**src/scaler_relay.sv**
```systemverilog
`default_nettype none

module scaler_relay #(
	parameter int DATA_WIDTH  = 18,
	parameter bit PASSTHROUGH = 1'b0
) (
	input  logic                  clk,
	input  logic                  frm_resetn,
	input  logic                  i_valid,
	input  logic [DATA_WIDTH-1:0] i_data,
	output logic                  o_ready,
	output logic                  o_valid,
	output logic [DATA_WIDTH-1:0] o_data,
	input  logic                  i_ready
);
	generate
		if (PASSTHROUGH) begin : g_wire
			assign o_valid = i_valid;
			assign o_data  = i_data;
			assign o_ready = i_ready;
		end else begin : g_slice
			logic                  main_valid, skid_valid;
			logic [DATA_WIDTH-1:0] main_data, skid_data;

			assign o_valid = main_valid;
			assign o_data  = main_data;
			// Ready comes from a register only.
			assign o_ready = !skid_valid;

			always_ff @(posedge clk) begin
				if (!frm_resetn) begin
					main_valid <= 1'b0;
					skid_valid <= 1'b0;
				end else if (!main_valid || i_ready) begin
					main_valid <= skid_valid || i_valid;
					main_data  <= skid_valid ? skid_data : i_data;
					skid_valid <= 1'b0;
				end else if (i_valid && !skid_valid) begin
					skid_valid <= 1'b1;
					skid_data  <= i_data;
				end
			end
		end
	endgenerate

endmodule

`default_nettype wire

```
**config.mk**
```make
export PLATFORM = sky130hd
export DESIGN_NAME = scaler_relay
export DESIGN_NICKNAME = d
export VERILOG_FILES = /design/src/scaler_relay.sv
export SDC_FILE = /design/constraint.sdc
export NUM_CORES = 1
export LEC_CHECK = 0
export BUFFER_PORTS_ARGS = -buffer_cell sky130_fd_sc_hd__buf_2
export CORE_MARGIN = 1
export CORE_UTILIZATION = 30
export DETAILED_ROUTE_END_ITERATION = 7
export HOLD_SLACK_MARGIN = 0.1
export RECOVER_POWER = 100
export SLEW_MARGIN = 20
export SYNTH_ARGS = -nofsm -noshare
export SYNTH_HDL_FRONTEND = slang
export SYNTH_SLANG_ARGS = --single-unit
```
**constraint.sdc**
```tcl
create_clock -name clk -period 4.1 [get_ports clk]
set_clock_uncertainty 0.05 [all_clocks]
set_input_delay 0.41 -clock clk [delete_from_list [all_inputs] [get_ports clk]]
set_output_delay 0.41 -clock clk [all_outputs]
set_load 0.02 [all_outputs]
```
==> key figures <==
Critical path
  – Critical Path AT: approximately 2.2 ns
  – Slowest stage delay, CP: roughly 0.76 ns
  – Slack of the worst reg-to-reg path: roughly 1.8 ns
  – Crit Path Class: flip-flop to flip-flop
  – CP delay by family, top: buffers and inverters
  – Crit path launch type: flip-flop
  – Depth of the most critical reg-to-reg path: 3
  – Crit Path Max Fanout: 21
  – CP bufs+invs: 2
  – Critical path depth: 3
  – Worst flop-to-flop path startpoint: g_slice.skid_valid
  – Setup crit end kind: flip-flop
  – Critical Path RT: roughly 4 ns
  – CP Cell Sequence: clkbuf_1 > nor3_1 > clkbuf_1
  – CP most frequent cell: clkbuf_1
  – Setup crit start: g_slice.skid_valid
  – R2R Path End: g_slice.skid_data[0]
  – Slowest-stage cell, CP: clkbuf_1

Global route
  – Largest net degree at the start of global routing: 22
  – Grt ovf: 0
  – Vias in the first global route: approximately 720
  – First-pass GRT wire length: around 3300 um
  – Antenna violations before repair: 0
  – GRT Total Usage: 0.0914

Yosys
  – Post-synthesis register bit count: 38
  – Syn_area_per_cell: ~22 sq um
  – Area leader, netlist: edfxtp_1
  – Synth async-reset ratio: 0
  – Top cell type's share of synthesized area: 0.740
  – Cells after Synth: 66
  – Synth Cell Area: 1460 sq um
  – Top-count cell post-synth: edfxtp_1
  – Synth cell count leaders: 36 x edfxtp_1, 17 x mux2_4, 2 x buf_6, 2 x dfxtp_1
  – Syn nets: around 90
  – Warnings from Yosys: 0
  – Main flop type after synthesis: edfxtp_1
  – Post-synth EDFFs: 36
  – Register area share after synthesis: 0.767
  – Distinct cells, synth: 13
  – Top post-synthesis cells by area: edfxtp_1 74%, mux2_4 17%, dfxtp_1 2.7%, buf_6 1.5%, nor3b_2 0.86%

Clocking
  – Post-CTS Resized: 0
  – Clock Pin Slew Worst Setup and Hold Paths: approximately 0.07 ns
  – Postcts setup bufs: 0
  – CTS buffer count: 5
  – Hold buffers post-CTS: 0
  – Sink Count: 38
  – Root Driver: clkbuf_8
  – # H-tree levels: 2
  – Worst skew pair latency: 0.28 ns
  – Max Root-Sink Buffers: 2
  – CTS tree: done

Run
  – Max-cap violations: 0

Place
  – Dpl ws: between 2 and 2.5 ns
  – Dpl hpwl: around 1500 um
  – # placed instances: approximately 160
  – Routability cong.: slightly below 0.7
  – PortBufs: approximately 40

Final layout
  – Final cell count without fillers: roughly 170
  – Total inserted antenna cells: 0
  – Final Util: 0.360
  – Layout cells sized above 1: 0.130
  – Final nets: 136
  – Area Growth Syn to Fin: 15.6%

Worst hold path
  – Hold Crit Class: primary input to flip-flop
  – WHS Path Cells: 1
  – Worst Hold Launch: i_data[15]
  – Hold endpoint: g_slice.skid_data[15]

Timing
  – RSZ-0062 raised after global routing: false
  – Fmax achieved: between 0.4 and 0.5 GHz
  – Final worst-path cycle share: 0.567
  – Slew headroom: 0.192
  – Final WS setup: around 1.8 ns
  – Setup violations, final: 0
  – Max-slew violations: 0
  – TNS Setup: 0 ns
  – Fin. Hold Viols: 0
  – Minimum clock period: around 2.3 ns
  – Min Hold Slack: 0.269 ns
  – Pin slew with the least headroom to its limit: ~1.2 ns

Power and ir drop
  – Peak supply drop: between 0.1 and 0.15 mV
  – Leakage: approximately 0.55 nW
  – Power Density: between 400 and 500 nW/um^2

Floorplan
  – IO Pins: 42
  – Cell Rows: 25
  – DIE AREA: around 5200 sq um
  – Core area: roughly 4700 sq um
  – Die width: ~72 um
  – Die height: approximately 72 um
  – Starting Density: 0.311

Drt
  – Iter 0 DRT Violations: 26
  – Final WL: about 2300 um
  – Final ANT Viol Nets: 0
  – Avg WL per Cell: around 14 um
  – Vias: roughly 700
  – DRC viols: 1
  – Drt pass-1 iters: 6
  – Routed vias/inst: about 4.2

Run status
  – Failing checks: design-rule violations
  – Status: finished with violations
-- stage by stage --
step	power, mW	cell area [sq um]
detailed placement	0.523	1730
CTS	0.760	1810
global route	0.767	1690
global placement	0.521	1730
finish	0.734	1690
floorplan	0.496	1460
-- cells in the final DEF (no fill, tap or decap), drive strengths merged --
cell	n
nand2b	1
buf	7
edfxtp	36
nand2	1
and2	1
a21boi	1
clkinv	2
clkbuf	42
inv	1
mux2	18
nor3	1
nor2	1
dfxtp	2
nor3b	1
-- flip-flops by register name (all words and copies together), names as in the netlist --
register / count
g_slice.skid_valid: 1
g_slice.skid_data: 18
o_data: 18
o_valid: 1
-- logic make-up after synthesis --
logic type | synth area share
flip-flops | 0.767
multiplexers | 0.182
AND/OR/NAND/NOR | 0.0274
buffers and inverters | 0.0180
AO/OA/AOI/OAI | 0.00514
-- layout make-up --
type | count | area [sq um]
clock buffers | 6 | 72.6
repair buffers | 43 | 170
clock inverters | 2 | 8.76
fillers | 479 | 3000
flip-flops and latches | 38 | 1120
well taps | 54 | 67.6
inverters | 1 | 3.75
multi-input cells | 25 | 245
-- power breakdown --
part	internal, mW	switching (mW)
Combinational	0.0176	0.0360
Clock	0.117	0.118
Sequential	0.443	0.00368
Total	0.577	0.157
-- worst reg2reg max path: stages (launching register included) --
cell	delay [ns]
dfxtp_1	0.31
clkbuf_1	0.48
nor3_1	0.34
clkbuf_1	0.76
-- layer usage --
layer,track usage,vias up,routed length (um)
met1,0.0970,320,1060
met2,0.149,32,1060
met3,0.0520,3,151
met4,0.0392,0,19
met5,0,-,0
li1,-,349,-
-- worst max-delay path by stage --
| stage | endpoint |
|---|---|
| after detailed placement | o_data[6] |
| after global routing | g_slice.skid_data[11] |
| after global placement | o_data[17] |
| final | g_slice.skid_data[0] |
| after CTS | o_ready |
| after floorplan | g_slice.skid_data[0] |
Power figures use the tool's default switching activity.
