$ cat src/scaler_pkg.sv
`default_nettype none

package scaler_pkg;

	// Source and output frame sizes.
	localparam int SW_WIDTH = 10;
	localparam int SH_WIDTH = 10;
	localparam int MW_WIDTH = 10;
	localparam int MH_WIDTH = 10;

	// Line buffer ring.
	localparam int LINE_COUNT    = 4;
	localparam int LINE_ID_WIDTH = 2;

	// Blend phase in quarters, 0 to 4.
	localparam int PHASE_WIDTH = 3;

	// Quarter-pixel position and remainder of the stepping accumulator.
	localparam int POS_WIDTH = SW_WIDTH + 2;
	localparam int ACC_WIDTH = 13;

	// Output register slice, 0 turns it into wires.
	localparam int OUT_RELAY = 1;

endpackage

`default_nettype wire

$ cat src/scaler_2d.sv
`default_nettype none

module scaler_2d (
	input  logic                                  clk,
	input  logic                                  frm_resetn,
	input  logic [scaler_pkg::SW_WIDTH-1:0]       i_s_width,
	input  logic [scaler_pkg::SH_WIDTH-1:0]       i_s_height,
	input  logic [scaler_pkg::MW_WIDTH-1:0]       i_m_width,
	input  logic [scaler_pkg::MH_WIDTH-1:0]       i_m_height,
	output logic                                  o_valid,
	input  logic                                  i_ready,
	output logic                                  o_d_valid,
	output logic                                  o_user,
	output logic                                  o_last,
	output logic [scaler_pkg::PHASE_WIDTH-1:0]    o_r_phase,
	output logic [scaler_pkg::PHASE_WIDTH-1:0]    o_c_phase,
	output logic [scaler_pkg::LINE_COUNT-1:0]     o_r_bmp0,
	output logic [scaler_pkg::LINE_COUNT-1:0]     o_r_bmp1,
	output logic [scaler_pkg::LINE_ID_WIDTH-1:0]  o_r_bid0,
	output logic [scaler_pkg::LINE_ID_WIDTH-1:0]  o_r_bid1,
	output logic                                  o_r_update0,
	output logic [scaler_pkg::SW_WIDTH-1:0]       o_c_idx1,
	output logic                                  o_c_new1
);
	import scaler_pkg::*;

	logic [MW_WIDTH-1:0]  col;
	logic [MH_WIDTH-1:0]  row;
	logic                 pre;
	logic                 done;
	logic [POS_WIDTH-1:0] cx_pos, cx_pos_nx, ry_pos, ry_pos_nx;
	logic [ACC_WIDTH-1:0] cx_rem, cx_rem_nx, ry_rem, ry_rem_nx;
	logic [ACC_WIDTH-1:0] num_x, den_x, num_y, den_y;
	logic [SW_WIDTH-1:0]  c_int, c1, c_loaded;
	logic [SH_WIDTH-1:0]  r_int, r_int_nx, r0, r0_nx, r1;
	logic                 c_edge, r_edge, row_end, step;

	// Adds one output step and takes 0 to 4 whole quarters out of the remainder.
	function automatic logic [POS_WIDTH+ACC_WIDTH-1:0] advance(
		input logic [POS_WIDTH-1:0] pos,
		input logic [ACC_WIDTH-1:0] rem,
		input logic [ACC_WIDTH-1:0] num,
		input logic [ACC_WIDTH-1:0] den
	);
		logic [ACC_WIDTH-1:0] sum;
		logic [ACC_WIDTH-1:0] sub;
		logic [2:0]           k;
		sum = rem + num;
		if (sum >= (den << 2)) begin
			k = 3'd4;
			sub = den << 2;
		end else if (sum >= den + (den << 1)) begin
			k = 3'd3;
			sub = den + (den << 1);
		end else if (sum >= (den << 1)) begin
			k = 3'd2;
			sub = den << 1;
		end else if (sum >= den) begin
			k = 3'd1;
			sub = den;
		end else begin
			k = 3'd0;
			sub = '0;
		end
		return {pos + POS_WIDTH'(k), sum - sub};
	endfunction

	assign num_x = (ACC_WIDTH'(i_s_width) - 1'b1) << 2;
	assign den_x = ACC_WIDTH'(i_m_width) - 1'b1;
	assign num_y = (ACC_WIDTH'(i_s_height) - 1'b1) << 2;
	assign den_y = ACC_WIDTH'(i_m_height) - 1'b1;

	always_comb begin
		{cx_pos_nx, cx_rem_nx} = advance(cx_pos, cx_rem, num_x, den_x);
		{ry_pos_nx, ry_rem_nx} = advance(ry_pos, ry_rem, num_y, den_y);
	end

	// The last source column or row blends with phase 4 from its left neighbour.
	assign c_int    = cx_pos[POS_WIDTH-1:2];
	assign c_edge   = (c_int == i_s_width - 1'b1);
	assign c1       = c_edge ? c_int : c_int + 1'b1;
	assign r_int    = ry_pos[POS_WIDTH-1:2];
	assign r_edge   = (r_int == i_s_height - 1'b1);
	assign r0       = r_edge ? r_int - 1'b1 : r_int;
	assign r1       = r0 + 1'b1;
	assign r_int_nx = ry_pos_nx[POS_WIDTH-1:2];
	assign r0_nx    = (r_int_nx == i_s_height - 1'b1) ? r_int_nx - 1'b1 : r_int_nx;

	assign o_c_phase = c_edge ? PHASE_WIDTH'(4) : PHASE_WIDTH'(cx_pos[1:0]);
	assign o_r_phase = r_edge ? PHASE_WIDTH'(4) : PHASE_WIDTH'(ry_pos[1:0]);
	assign o_r_bid0  = r0[LINE_ID_WIDTH-1:0];
	assign o_r_bid1  = r1[LINE_ID_WIDTH-1:0];
	assign o_r_bmp0  = LINE_COUNT'(1) << o_r_bid0;
	assign o_r_bmp1  = LINE_COUNT'(1) << o_r_bid1;

	// A prefetch position loads column 0 before each output row.
	assign row_end     = !pre && (col == i_m_width - 1'b1);
	assign o_valid     = !done;
	assign o_d_valid   = !pre;
	assign o_user      = !pre && (col == '0) && (row == '0);
	assign o_last      = row_end;
	assign o_c_idx1    = pre ? '0 : c1;
	assign o_c_new1    = pre || (c1 != c_loaded);
	assign o_r_update0 = row_end && (row != i_m_height - 1'b1) && (r0_nx != r0);
	assign step        = o_valid && i_ready;

	always_ff @(posedge clk) begin
		if (!frm_resetn) begin
			col      <= '0;
			row      <= '0;
			pre      <= 1'b1;
			done     <= 1'b0;
			cx_pos   <= '0;
			cx_rem   <= '0;
			ry_pos   <= '0;
			ry_rem   <= '0;
			c_loaded <= '0;
		end else if (step) begin
			if (pre) begin
				pre      <= 1'b0;
				c_loaded <= '0;
			end else begin
				if (o_c_new1)
					c_loaded <= c1;
				if (row_end) begin
					col    <= '0;
					cx_pos <= '0;
					cx_rem <= '0;
					pre    <= 1'b1;
					if (row == i_m_height - 1'b1) begin
						done <= 1'b1;
					end else begin
						row    <= row + 1'b1;
						ry_pos <= ry_pos_nx;
						ry_rem <= ry_rem_nx;
					end
				end else begin
					col    <= col + 1'b1;
					cx_pos <= cx_pos_nx;
					cx_rem <= cx_rem_nx;
				end
			end
		end
	end

endmodule

`default_nettype wire

$ cat config.mk
export PLATFORM = sky130hd
export DESIGN_NAME = scaler_2d
export DESIGN_NICKNAME = d
export VERILOG_FILES = /design/src/scaler_pkg.sv /design/src/scaler_2d.sv
export SDC_FILE = /design/constraint.sdc
export NUM_CORES = 1
export LEC_CHECK = 0
export BUFFER_PORTS_ARGS = -buffer_cell sky130_fd_sc_hd__clkbuf_2
export CORE_MARGIN = 1.5
export CORE_UTILIZATION = 58
export CTS_BUF_LIST = sky130_fd_sc_hd__clkbuf_4 sky130_fd_sc_hd__clkbuf_8
export DETAILED_ROUTE_END_ITERATION = 10
export GPL_TIMING_DRIVEN = 1
export PLACE_DENSITY = 0.83
export SYNTH_ARGS = -nofsm -noshare
export SYNTH_HDL_FRONTEND = slang
export SYNTH_SLANG_ARGS = --single-unit
$ cat constraint.sdc
create_clock -name clk -period 11.1 [get_ports clk]
set_clock_uncertainty 0.2 [all_clocks]
set_input_delay 2.22 -clock clk [delete_from_list [all_inputs] [get_ports clk]]
set_output_delay 2.22 -clock clk [all_outputs]
set_load 0.02 [all_outputs]
==> impl_summary.log, run 1 <==
INFO  metric result_of_the_run = finished, violations left
INFO  metric violations_in_the_final_reports = setup timing
INFO  metric yosys_most_used_dff = sky130_fd_sc_hd__dfxtp_1
INFO  metric synthTopCellsByArea = sky130_fd_sc_hd__ha_1 (18%), sky130_fd_sc_hd__dfxtp_1 (14%), sky130_fd_sc_hd__xnor2_1 (8.4%), sky130_fd_sc_hd__nor2_1 (4.5%), sky130_fd_sc_hd__a21oi_1 (4.4%)
INFO  metric synth.ff_latch_count = 82
INFO  metric dieHeight = 145.0 um
INFO  metric grt_pass1_vias = 11380
INFO  metric max_slew_margin = 0.3129
INFO  metric timing.critical_path.fanout_max = 4
INFO  metric final.fill_count = 1574
INFO  metric worst-slew-pin-transition = 1.031 ns
INFO  metric initialDrtViolationCount = 913
INFO  metric vias_per_cell = 6.148
INFO  metric die_w = 145.0 um
INFO  metric total_switching_power = 0.0009126 W
INFO  metric num_rows = 51
INFO  metric antenna_found_initial = 0
INFO  metric internal-power = 0.0009990 W
INFO  metric synth_xor_area_frac = 0.1496
INFO  metric critical_path_class = primary input to output port
INFO  metric post_route_clock_period_utilization = 1.007
INFO  metric synth_compound_area_frac = 0.2114
INFO  metric cts-buffers-inserted = 9
INFO  metric yosysTopAreaCellShare = 0.1754
INFO  metric finalWorstSetupSlack = -0.07566 ns
INFO  metric pin_count_of_the_biggest_net_entering_global_routing = 40
INFO  metric route.vias.total = 11800
INFO  metric cts.root.buffer_cell = sky130_fd_sc_hd__clkbuf_8
INFO  metric tritoncts_clock_tree = built
INFO  metric cts-hold-fix-buffers = 0
INFO  metric synthDistinctLibCells = 99
INFO  metric synth_area_in_simple_gates = 0.2318
INFO  metric postSynthCellCount = 1516
INFO  metric antenna_cells = 0
INFO  metric power.share.sequential = 0.172
INFO  metric io_buffers = 76
INFO  metric initial_core_util = 0.5970
INFO  metric worst_path_most_repeated_cell = sky130_fd_sc_hd__buf_4
INFO  metric power.combinational.fraction = 0.717
INFO  metric maxCapViolCount = 0
INFO  metric final_cell_area = 13590 um^2
INFO  metric switching_share = 0.4774
INFO  metric htree_num_levels = 3
INFO  metric firstDrtPassIters = 5
INFO  metric cts_max_path_buffers = 2
INFO  metric postRouteWirelength = 33410 um
INFO  metric netlist.top_cell.by_area = sky130_fd_sc_hd__ha_1
INFO  metric wire_per_inst = 17.41 um
INFO  metric synth.mux.area_fraction = 0.02000
INFO  metric total_leakage_power = 5.966 nW
INFO  metric floorplan.die_area = 21030 um^2
INFO  metric pre_cts_ws = -0.2493 ns
INFO  metric syn-cell-area = 11700 um^2
INFO  metric grt_first_pass_wirelength = 53630 um
INFO  metric final_layout_size_suffix_gt1_frac = 0.1862
INFO  metric placeable_core_region = 19590 um^2
INFO  metric powerDensity = 140.6 nW/um^2
INFO  metric finalSetupViolations = 1
INFO  metric num_io_pins = 77
INFO  metric final_worst_hold_slack = 0.2732 ns
INFO  metric reg2reg_setup_slack = 3.79 ns
INFO  metric placed_area = 12900 um^2
INFO  metric crit_start = i_s_height[0]
INFO  metric max_freq = 89.48 MHz
INFO  metric power = 0.001912 W
INFO  metric final-max-slew-violation-count = 0
INFO  metric vdd_drop_max = 338.2 uV
INFO  metric largest_family_of_logic_cells_by_synthesized_area = simple AND/OR/NAND/NOR gates
INFO  metric syn-num-nets = 1731
INFO  metric crit-reg2reg-launch = ry_rem[2]
INFO  metric detail-route-antenna-nets = 0
INFO  metric worstPathRequired = 8.68 ns
INFO  metric hold_path_startpoint = cx_rem[5]
INFO  metric synth-adder-area-share = 0.1926
INFO  metric crit_slowest_cell = sky130_fd_sc_hd__or4b_4
INFO  metric clk_latency = 0.38 ns
INFO  metric drc = 0
INFO  metric post_synth_edffs = 0
INFO  metric synth_sequential_area_ratio = 0.1404
INFO  metric number_of_warnings_reported_in_the_yosys_synthesis_log = 0
INFO  metric overall_routing_resource_usage = 0.3019
INFO  metric synth_area_per_cell = 7.715 um^2
INFO  metric power.clock.fraction = 0.112
INFO  metric detailedPlacementHpwl = 25620 um
INFO  metric finalWeightedCongestion = 0.9646
INFO  metric worst_hold_path_type = register to register
INFO  metric ffs_w_async_s_r_synth = 0
INFO  metric rsz0062_at_grt = true
INFO  metric cts.reportedPaths.clkPinSlew = 0.10 ns
INFO  metric timing.critical_path.arrival = 8.76 ns
INFO  metric final.min_clock_period = 11.18 ns
INFO  metric clock-sinks = 82
INFO  metric grt_overflow_total = 0
INFO  metric slowest_delay = 0.50 ns
INFO  metric nets = 1864
INFO  metric cp-end-kind = output port
INFO  metric area.growth.synth_to_final = 16.23%
INFO  metric critical_path.startpoint_type = primary input
INFO  metric total_count_of_hold_check_failures_in_the_final_report = 0
## cell usage after synthesis (8+ instances only)
cell type and number:
sky130_fd_sc_hd__a211oi_1 10, sky130_fd_sc_hd__a21o_1 36, sky130_fd_sc_hd__a21oi_1 103, sky130_fd_sc_hd__a31oi_1 16
sky130_fd_sc_hd__and2_1 25, sky130_fd_sc_hd__and3_1 8, sky130_fd_sc_hd__buf_2 10, sky130_fd_sc_hd__clkbuf_1 49
sky130_fd_sc_hd__dfxtp_1 82, sky130_fd_sc_hd__fa_1 8, sky130_fd_sc_hd__ha_1 164, sky130_fd_sc_hd__inv_1 86
sky130_fd_sc_hd__mux2i_1 20, sky130_fd_sc_hd__nand2_1 117, sky130_fd_sc_hd__nand2b_1 17, sky130_fd_sc_hd__nand3_1 42
sky130_fd_sc_hd__nand4_1 24, sky130_fd_sc_hd__nor2_1 140, sky130_fd_sc_hd__nor2b_1 22, sky130_fd_sc_hd__nor3_1 48
sky130_fd_sc_hd__nor4_1 10, sky130_fd_sc_hd__o211ai_1 14, sky130_fd_sc_hd__o21a_1 9, sky130_fd_sc_hd__o21ai_0 69
sky130_fd_sc_hd__o21bai_1 9, sky130_fd_sc_hd__or2_2 8, sky130_fd_sc_hd__or3_1 27, sky130_fd_sc_hd__xnor2_1 112
sky130_fd_sc_hd__xnor3_1 8, sky130_fd_sc_hd__xor2_1 58
## critical path, delay by kind of cell
kind            cells  cell delay, ns
simple gates        8            1.50
compound gates     14            2.51
xor+xnor            1            0.26
fa+ha+maj           5            1.26
buf+inv             7            1.00
## layer usage
metal,global-route usage,vias to the layer above,wire (um)
li1,-,5722,-
met1,0.3748,5562,14220
met2,0.5402,424,16370
met3,0.02830,90,1712
met4,0.1088,0,1102
met5,0,-,0
## path summary, 6_finish.rpt
check	endpoint	depth (start not counted)
worst max-delay path	o_r_update0	35
worst min-delay path	cx_rem[5]	2
worst min register to register	cx_rem[5]	2
worst max register to register	ry_rem[12]	31
## power groups by stage
stage	registers (W)	logic (W)	clock network, W
after floorplan	0.000326	0.00102	0
after global placement	0.000334	0.00126	0
after global routing	0.000330	0.00152	0.000226
after CTS	0.000328	0.00133	0.000214
after detailed placement	0.000334	0.00131	0
final	0.000328	0.00137	0.000213
## timing repair
| action | 4_1_cts | 5_1_grt |
|---|---|---|
| endpoints found under the setup margin | 1 | 1 |
| resized for setup | 25 | 36 |
| cloned | 0 | 0 |
| buffers inserted | 6 | 18 |
| pin swaps | 25 | 33 |
## final cells by class
class	instances	area (um^2)	share of cell area
sequential	82	1642	0.1208
tap	265	331.6	0.02439
clock inverter	6	47.55	0.003497
multi-input combinational	1276	9841	0.7239
inverter	89	334.1	0.02457
clock buffer	10	137.6	0.01012
timing repair buffer	191	1261	0.09277
## metrics by stage
step	utilization	setup TNS, ns	cells
after floorplan	-	0	1516
after global placement	0.6586	-0.05721	1879
after detailed placement	0.6586	-0.2493	1879
after CTS	0.6764	0	1901
after global routing	0.6939	-0.3343	1919
final	0.6939	-0.07566	1919
## cell usage in the layout, fill, tap and decap left out, types with 36 or more instances in the layout
| cell | instances |
|---|---|
| sky130_fd_sc_hd__nand2_1 | 115 |
| sky130_fd_sc_hd__nand3_1 | 38 |
| sky130_fd_sc_hd__nor3_1 | 44 |
| sky130_fd_sc_hd__buf_4 | 116 |
| sky130_fd_sc_hd__clkbuf_2 | 73 |
| sky130_fd_sc_hd__a21o_1 | 36 |
| sky130_fd_sc_hd__inv_1 | 83 |
| sky130_fd_sc_hd__nor2_1 | 139 |
| sky130_fd_sc_hd__o21ai_0 | 64 |
| sky130_fd_sc_hd__a21oi_1 | 96 |
| sky130_fd_sc_hd__xor2_1 | 53 |
| sky130_fd_sc_hd__xnor2_1 | 107 |
| sky130_fd_sc_hd__ha_1 | 155 |
| sky130_fd_sc_hd__dfxtp_1 | 82 |
## logic make-up after synthesis
family	count (synthesis)
buf+inv	158
fa+ha+maj	176
compound gates	366
xor+xnor	182
flops	82
mux	23
simple gates	529
## state kept, by name (all words and copies together), names as in the netlist
signal,flops
pre,1
ry_pos,12
ry_rem,13
done,1
c_loaded,10
cx_pos,12
cx_rem,13
col,10
row,10
(Power assumes the default switching activity.)
==> inputs of run 2 (changes only) <==
Settings changed: CELL_PAD_IN_SITES_DETAIL_PLACEMENT from default to 0, CELL_PAD_IN_SITES_GLOBAL_PLACEMENT from default to 2, CORE_UTILIZATION 58 to 34, PLACE_DENSITY 0.83 to 0.82.
==> impl_summary.log, run 2 (synthesis gave the netlist of run 1 again) <==
INFO  metric result_of_the_run = completed
INFO  metric reg2reg_setup_slack = 3.89 ns (+0.10 ns)
INFO  metric kind_of_cell_with_the_highest_combined_delay_on_the_critical_path = compound AO/OA/AOI/OAI gates
INFO  metric critical_path_class = primary input to output port
INFO  metric setup-tns-final = 0 ns (+0.07566 ns)
INFO  metric clk_latency = 0.41 ns (+0.03 ns)
INFO  metric wire_per_inst = 16.57 um (-4.8%)
INFO  metric critical_path.startpoint_type = primary input
INFO  metric cts_max_path_buffers = 2 (unchanged)
INFO  metric final.fill_count = 3511 (+120%)
INFO  metric grt_first_pass_wirelength = 58150 um (+8.4%)
INFO  metric drc = 0 (unchanged)
INFO  metric cp-end-kind = output port
INFO  metric grt_most_used_layer = met2
INFO  metric antenna_found_initial = 0 (unchanged)
INFO  metric max_slew_margin = 0.2789 (-0.03396)
INFO  metric overall_routing_resource_usage = 0.2012 (-0.1008)
INFO  metric crit_start = i_s_height[2]
INFO  metric die_w = 188.5 um (+30%)
INFO  metric slowest_delay = 0.51 ns (about the same)
INFO  metric timing.critical_path.arrival = 8.63 ns (-0.13 ns)
INFO  metric firstDrtPassIters = 5 (unchanged)
INFO  metric cts-buffers-inserted = 9 (unchanged)
INFO  metric timing.critical_path.fanout_max = 4 (unchanged)
INFO  metric detailedPlacementHpwl = 28050 um (+9.5%)
INFO  metric critical_path_buf_inv_count = 3 (-4)
INFO  metric crit-reg2reg-launch = ry_rem[2]
INFO  metric final-max-slew-violation-count = 0 (unchanged)
INFO  metric floorplan.die_area = 35520 um^2 (+69%)
INFO  metric grt_pass1_vias = 11150 (-2.0%)
INFO  metric finalSetupViolations = 0 (-1)
INFO  metric r2r_end = ry_rem[12]
INFO  metric grt.met2_usage = 0.3481 (-0.1921)
INFO  metric reg2regPathDepth = 30 (-3.2%)
INFO  metric num_rows = 67 (+31%)
INFO  metric final_cell_area = 13810 um^2 (+1.6%)
INFO  metric num_io_pins = 77 (unchanged)
INFO  metric tritoncts_clock_tree = built
INFO  metric post_route_clock_period_utilization = 0.9952 (-0.01164)
INFO  metric placed_area = 13240 um^2 (+2.6%)
INFO  metric rsz0062_at_grt = true
INFO  metric vdd_drop_max = 278.4 uV (-18%)
INFO  metric io_buffers = 76 (unchanged)
INFO  metric finalWeightedCongestion = 0.8849 (-8.3%)
INFO  metric worst-slew-pin-transition = 1.082 ns (+0.05094 ns)
INFO  metric route.vias.total = 11240 (-4.7%)
INFO  metric worstPathRequired = 8.68 ns (about the same)
INFO  metric cts.root.buffer_cell = sky130_fd_sc_hd__clkbuf_8
INFO  metric pin_count_of_the_biggest_net_entering_global_routing = 41 (+2.5%)
INFO  metric postRouteWirelength = 34890 um (+4.4%)
INFO  metric clock-sinks = 82 (unchanged)
INFO  metric maxCapViolCount = 0 (unchanged)
INFO  metric utilization = 0.4097 (-0.2842)
INFO  metric final.min_clock_period = 11.05 ns (-0.1292 ns)
INFO  metric initialDrtViolationCount = 577 (-37%)
INFO  metric critical_path_cell_count = 32 (-8.6%)
INFO  metric met3_usage = 0.02012 (-0.008186)
INFO  metric nets = 1868 (+0.21%)
INFO  metric total_count_of_hold_check_failures_in_the_final_report = 0 (unchanged)
INFO  metric antenna_cells = 0 (unchanged)
INFO  metric area.growth.synth_to_final = 18.05%
INFO  metric initial_core_util = 0.3471 (-0.2500)
INFO  metric mostFrequentLayoutCell = sky130_fd_sc_hd__ha_1
INFO  metric most-common-layout-cells = sky130_fd_sc_hd__ha_1 (159), sky130_fd_sc_hd__nor2_1 (138), sky130_fd_sc_hd__buf_4 (118), sky130_fd_sc_hd__nand2_1 (115), sky130_fd_sc_hd__xnor2_1 (109)
INFO  metric worst_hold_path_type = register to register
INFO  metric cts.reportedPaths.clkPinSlew = 0.10 ns (about the same)
INFO  metric crit_slowest_cell = sky130_fd_sc_hd__or4_4
INFO  metric total_leakage_power = 5.990 nW (+0.41%)
INFO  metric detail-route-antenna-nets = 0 (unchanged)
INFO  metric powerDensity = 140.3 nW/um^2 (-0.20%)
INFO  metric biggestRegsByFlops = cx_rem (13), ry_rem (13)
INFO  metric max_freq = 90.53 MHz (+1.2%)
INFO  metric hold_path_startpoint = cx_rem[6]
INFO  metric power = 0.001938 W (+1.4%)
INFO  metric worst_setup_path_endpoint = o_r_update0
INFO  metric vias_per_cell = 5.339 (-13%)
INFO  metric final_worst_hold_slack = 0.2789 ns (+0.005618 ns)
INFO  metric htree_num_levels = 3 (unchanged)
INFO  metric grt_use_met1 = 0.2649 (-0.1099)
INFO  metric dieHeight = 188.5 um (+30%)
INFO  metric grt_overflow_total = 0 (unchanged)
INFO  metric final_layout_size_suffix_gt1_frac = 0.1840 (-0.002259)
INFO  metric placeable_core_region = 33700 um^2 (+72%)
-- run 2: stage by stage --
stage               cells  setup WS [ns]
CTS                  2104        0.02267
floorplan            1516       0.001244
global placement     2076        -0.1727
detailed placement   2076        -0.3950
finish               2106        0.05350
global route         2106        -0.3405
-- run 2: layer usage --
layer  up-vias  share of wire
met2       173           0.48
met4         0          0.020
met3        43          0.024
met1      5292           0.48
met5         -              0
li1       5736              -
-- run 2: cell type report --
class                   instances  area, um^2  area share
clock inverters                 6       72.57    0.005256
flip-flops and latches         82        1642      0.1189
clock buffers                  10       137.6    0.009968
multi-input cells            1276        9753      0.7064
inverters                      89       334.1     0.02420
well taps                     448       560.5     0.04060
repair buffers                195        1308     0.09470
-- run 2: worst min-delay path by stage --
stage,to,cells after the start
global route,cx_rem[6],2
global placement,cx_rem[5],2
floorplan,ry_rem[7],2
CTS,cx_rem[6],2
detailed placement,cx_rem[6],2
finish,cx_rem[6],2
-- run 2: where the power goes --
part	internal (W)	total [W]	switching (W)
combinational	0.000596	0.00136	0.000762
clock	0.000113	0.000251	0.000137
sequential	0.000309	0.000328	0.0000190
-- run 2: worst reg2reg max path, delay by kind of cell, from the launching register on --
kind | cells | cell delay [ns]
AO/OA/AOI/OAI | 15 | 3.42
XOR/XNOR | 3 | 0.47
adder cells (fa/ha/maj) | 4 | 1.24
buffers and inverters | 5 | 0.67
flip-flops | 1 | 0.33
AND/OR/NAND/NOR | 3 | 0.79
-- run 2: what timing repair did --
action / 4_1_cts / 5_1_grt
pin swaps: 38 / 20
hold buffers: 0 / 0
gates resized for setup: 42 / 16
setup buffers: 12 / 2
setup endpoints to repair: 1 / 1
==> inputs of run 3 (changes only) <==
Settings changed: CTS_CLUSTER_DIAMETER from default to 50, PLACE_DENSITY 0.82 to 0.87, SETUP_SLACK_MARGIN from default to 0.4.
==> impl_summary.log, run 3 (synthesis gave the netlist of run 1 again) <==
INFO  metric result_of_the_run = completed
INFO  metric clock-sinks = 82 (unchanged)
INFO  metric maxCapViolCount = 0 (unchanged)
INFO  metric floorplan.die_area = 35520 um^2 (unchanged)
INFO  metric reg2reg_setup_slack = 4.03 ns (+0.14 ns)
INFO  metric worst_hold_path_type = register to register
INFO  metric nets = 1834 (-1.8%)
INFO  metric detailedPlacementHpwl = 27280 um (-2.7%)
INFO  metric area.growth.synth_to_final = 16.22%
INFO  metric critical_path_class = primary input to output port
INFO  metric antenna_found_initial = 0 (unchanged)
INFO  metric num_rows = 67 (unchanged)
INFO  metric overall_routing_resource_usage = 0.1949 (-0.006289)
INFO  metric multi_input_gate_area = 9827 um^2 (+0.76%)
INFO  metric die_w = 188.5 um (unchanged)
INFO  metric postRouteWirelength = 34110 um (-2.3%)
INFO  metric utilization = 0.4034 (-0.006349)
INFO  metric cp-end-kind = output port
INFO  metric final.fill_count = 3483 (-0.80%)
INFO  metric timing.hold.worst_path_depth = 2 (unchanged)
INFO  metric detail-route-antenna-nets = 0 (unchanged)
INFO  metric total_leakage_power = 5.850 nW (-2.3%)
INFO  metric power = 0.001910 W (-1.4%)
INFO  metric timing.critical_path.fanout_max = 4 (unchanged)
INFO  metric num_io_pins = 77 (unchanged)
INFO  metric worst-slew-pin-transition = 0.8880 ns (-0.1936 ns)
INFO  metric vdd_drop_max = 138.3 uV (-50%)
INFO  metric grt_pass1_vias = 10800 (-3.2%)
INFO  metric final-max-slew-violation-count = 0 (unchanged)
INFO  metric most-common-layout-cells = sky130_fd_sc_hd__ha_1 (157), sky130_fd_sc_hd__nor2_1 (139), sky130_fd_sc_hd__nand2_1 (115), sky130_fd_sc_hd__xnor2_1 (107), sky130_fd_sc_hd__a21oi_1 (99)
INFO  metric grt_first_pass_wirelength = 56610 um (-2.6%)
INFO  metric cts-hold-fix-buffers = 0 (unchanged)
INFO  metric powerDensity = 140.5 nW/um^2 (+0.13%)
INFO  metric hold_path_startpoint = cx_rem[5]
INFO  metric timing.critical_path.arrival = 8.57 ns (-0.06 ns)
INFO  metric post_route_clock_period_utilization = 0.9898 (-0.005407)
INFO  metric cts-buffers-inserted = 9 (unchanged)
INFO  metric finalWeightedCongestion = 0.9211 (+4.1%)
INFO  metric pin_count_of_the_biggest_net_entering_global_routing = 43 (+4.9%)
INFO  metric finalSetupViolations = 0 (unchanged)
INFO  metric final_layout_size_suffix_gt1_frac = 0.1694 (-0.01452)
INFO  metric route.vias.total = 11070 (-1.5%)
INFO  metric rsz0062_at_grt = true
INFO  metric drc = 0 (unchanged)
INFO  metric cts.root.buffer_cell = sky130_fd_sc_hd__clkbuf_8
INFO  metric reg2regPathDepth = 28 (-6.7%)
INFO  metric critical_path.startpoint_type = primary input
INFO  metric firstDrtPassIters = 5 (unchanged)
INFO  metric clk_latency = 0.39 ns (-0.02 ns)
INFO  metric initialDrtViolationCount = 657 (+14%)
INFO  metric r2r_end = ry_rem[12]
INFO  metric total_count_of_hold_check_failures_in_the_final_report = 0 (unchanged)
INFO  metric worstPathRequired = 8.68 ns (about the same)
INFO  metric grt_overflow_total = 0 (unchanged)
INFO  metric crit_slowest_cell = sky130_fd_sc_hd__or4b_4
INFO  metric slowest_delay = 0.48 ns (-0.03 ns)
INFO  metric timing.hold.worst_endpoint = cx_rem[5]
INFO  metric htree_num_levels = 3 (unchanged)
INFO  metric io_buffers = 76 (unchanged)
INFO  metric tritoncts_clock_tree = built
INFO  metric ff_latch_area = 1642 um^2 (unchanged)
INFO  metric cts.reportedPaths.clkPinSlew = 0.08 ns (-0.02 ns)
INFO  metric vias_per_cell = 5.346 (+0.13%)
INFO  metric final.min_clock_period = 10.99 ns (-0.06002 ns)
INFO  metric max_freq = 91.02 MHz (+0.55%)
INFO  metric cts_max_path_buffers = 2 (unchanged)
INFO  metric mostFrequentLayoutCell = sky130_fd_sc_hd__ha_1
INFO  metric max_slew_margin = 0.4058 (+0.1269)
INFO  metric crit-reg2reg-launch = ry_rem[2]
INFO  metric antenna_cells = 0 (unchanged)
INFO  metric placeable_core_region = 33700 um^2 (unchanged)
INFO  metric dieHeight = 188.5 um (unchanged)
INFO  metric biggestRegsByFlops = cx_rem (13), ry_rem (13)
INFO  metric initial_core_util = 0.3471 (unchanged)
INFO  metric wire_per_inst = 16.47 um (-0.61%)
==> run 3: cell count changes in the layout (fill, tap and decap cells not counted), moves of 2 or more <==
cell / previous run / this run
sky130_fd_sc_hd__or3_1: 25 / 23
sky130_fd_sc_hd__buf_6: 3 / 0
sky130_fd_sc_hd__ha_1: 159 / 157
sky130_fd_sc_hd__xnor2_1: 109 / 107
sky130_fd_sc_hd__ha_4: 3 / 6
sky130_fd_sc_hd__clkbuf_2: 72 / 75
sky130_fd_sc_hd__nor3_1: 41 / 45
sky130_fd_sc_hd__or3_4: 2 / 4
sky130_fd_sc_hd__o21ai_1: 7 / 5
sky130_fd_sc_hd__buf_4: 118 / 86
sky130_fd_sc_hd__xnor2_2: 5 / 7
sky130_fd_sc_hd__nor3_2: 9 / 5
==> run 3: routing by layer <==
metal	GRT usage	up-vias	share of wire
li1	-	5659	-
met1	0.2555	5168	0.47
met2	0.3364	209	0.48
met3	0.02384	36	0.032
met4	0.05037	0	0.019
met5	0	-	0
==> run 3: cell type report <==
type | instances | share of cell area
Clock buffer | 12 | 0.01169
Timing Repair Buffer | 161 | 0.07511
Sequential cell | 82 | 0.1208
Inverter | 89 | 0.02476
Multi-Input combinational cell | 1276 | 0.7229
Clock inverter | 3 | 0.003498
Tap cell | 448 | 0.04124
==> run 3: critical path: cells and delay by family <==
kind / cells / cell delay [ns]
xor+xnor: 1 / 0.13
compound gates: 9 / 1.95
buf+inv: 4 / 0.56
simple gates: 11 / 2.15
fa+ha+maj: 7 / 1.57
==> run 3: per-stage QoR <==
step	TNS, ns	area [um^2]	hold WS (ns)	worst slack (ns)	cells
3_5_place_dp	-0.1180	13100	0.2602	-0.1180	2050
3_3_place_gp	0	13100	0.2472	0.003221	2050
5_1_grt	-0.2285	13590	0.3006	-0.2285	2071
2_1_floorplan	0	11880	0.2356	0.2459	1516
6_report	0	13590	0.2701	0.1135	2071
4_1_cts	0	13440	0.2733	0.05187	2067
==> run 3: power by group <==
part           switching, W  internal, W
clock network      0.000125     0.000119
registers         0.0000195     0.000309
logic              0.000749     0.000588
==> run 3: worst max path at each step <==
stage	startpoint	to	slack, ns	cells after the start
after floorplan	i_s_height[2]	o_r_update0	0.25	32
after global routing	i_s_height[0]	o_r_update0	-0.23	32
after CTS	i_s_height[0]	o_r_update0	0.05	33
after global placement	i_s_height[2]	o_r_update0	0.003	32
after detailed placement	i_s_height[1]	o_r_update0	-0.12	31
final	i_s_height[1]	o_r_update0	0.11	32
==> run 3: what timing repair did <==
action	CTS	global route
resized for setup	23	24
pin swaps	11	18
gates cloned	0	0
buffers inserted	2	4
setup endpoints to repair	1	1
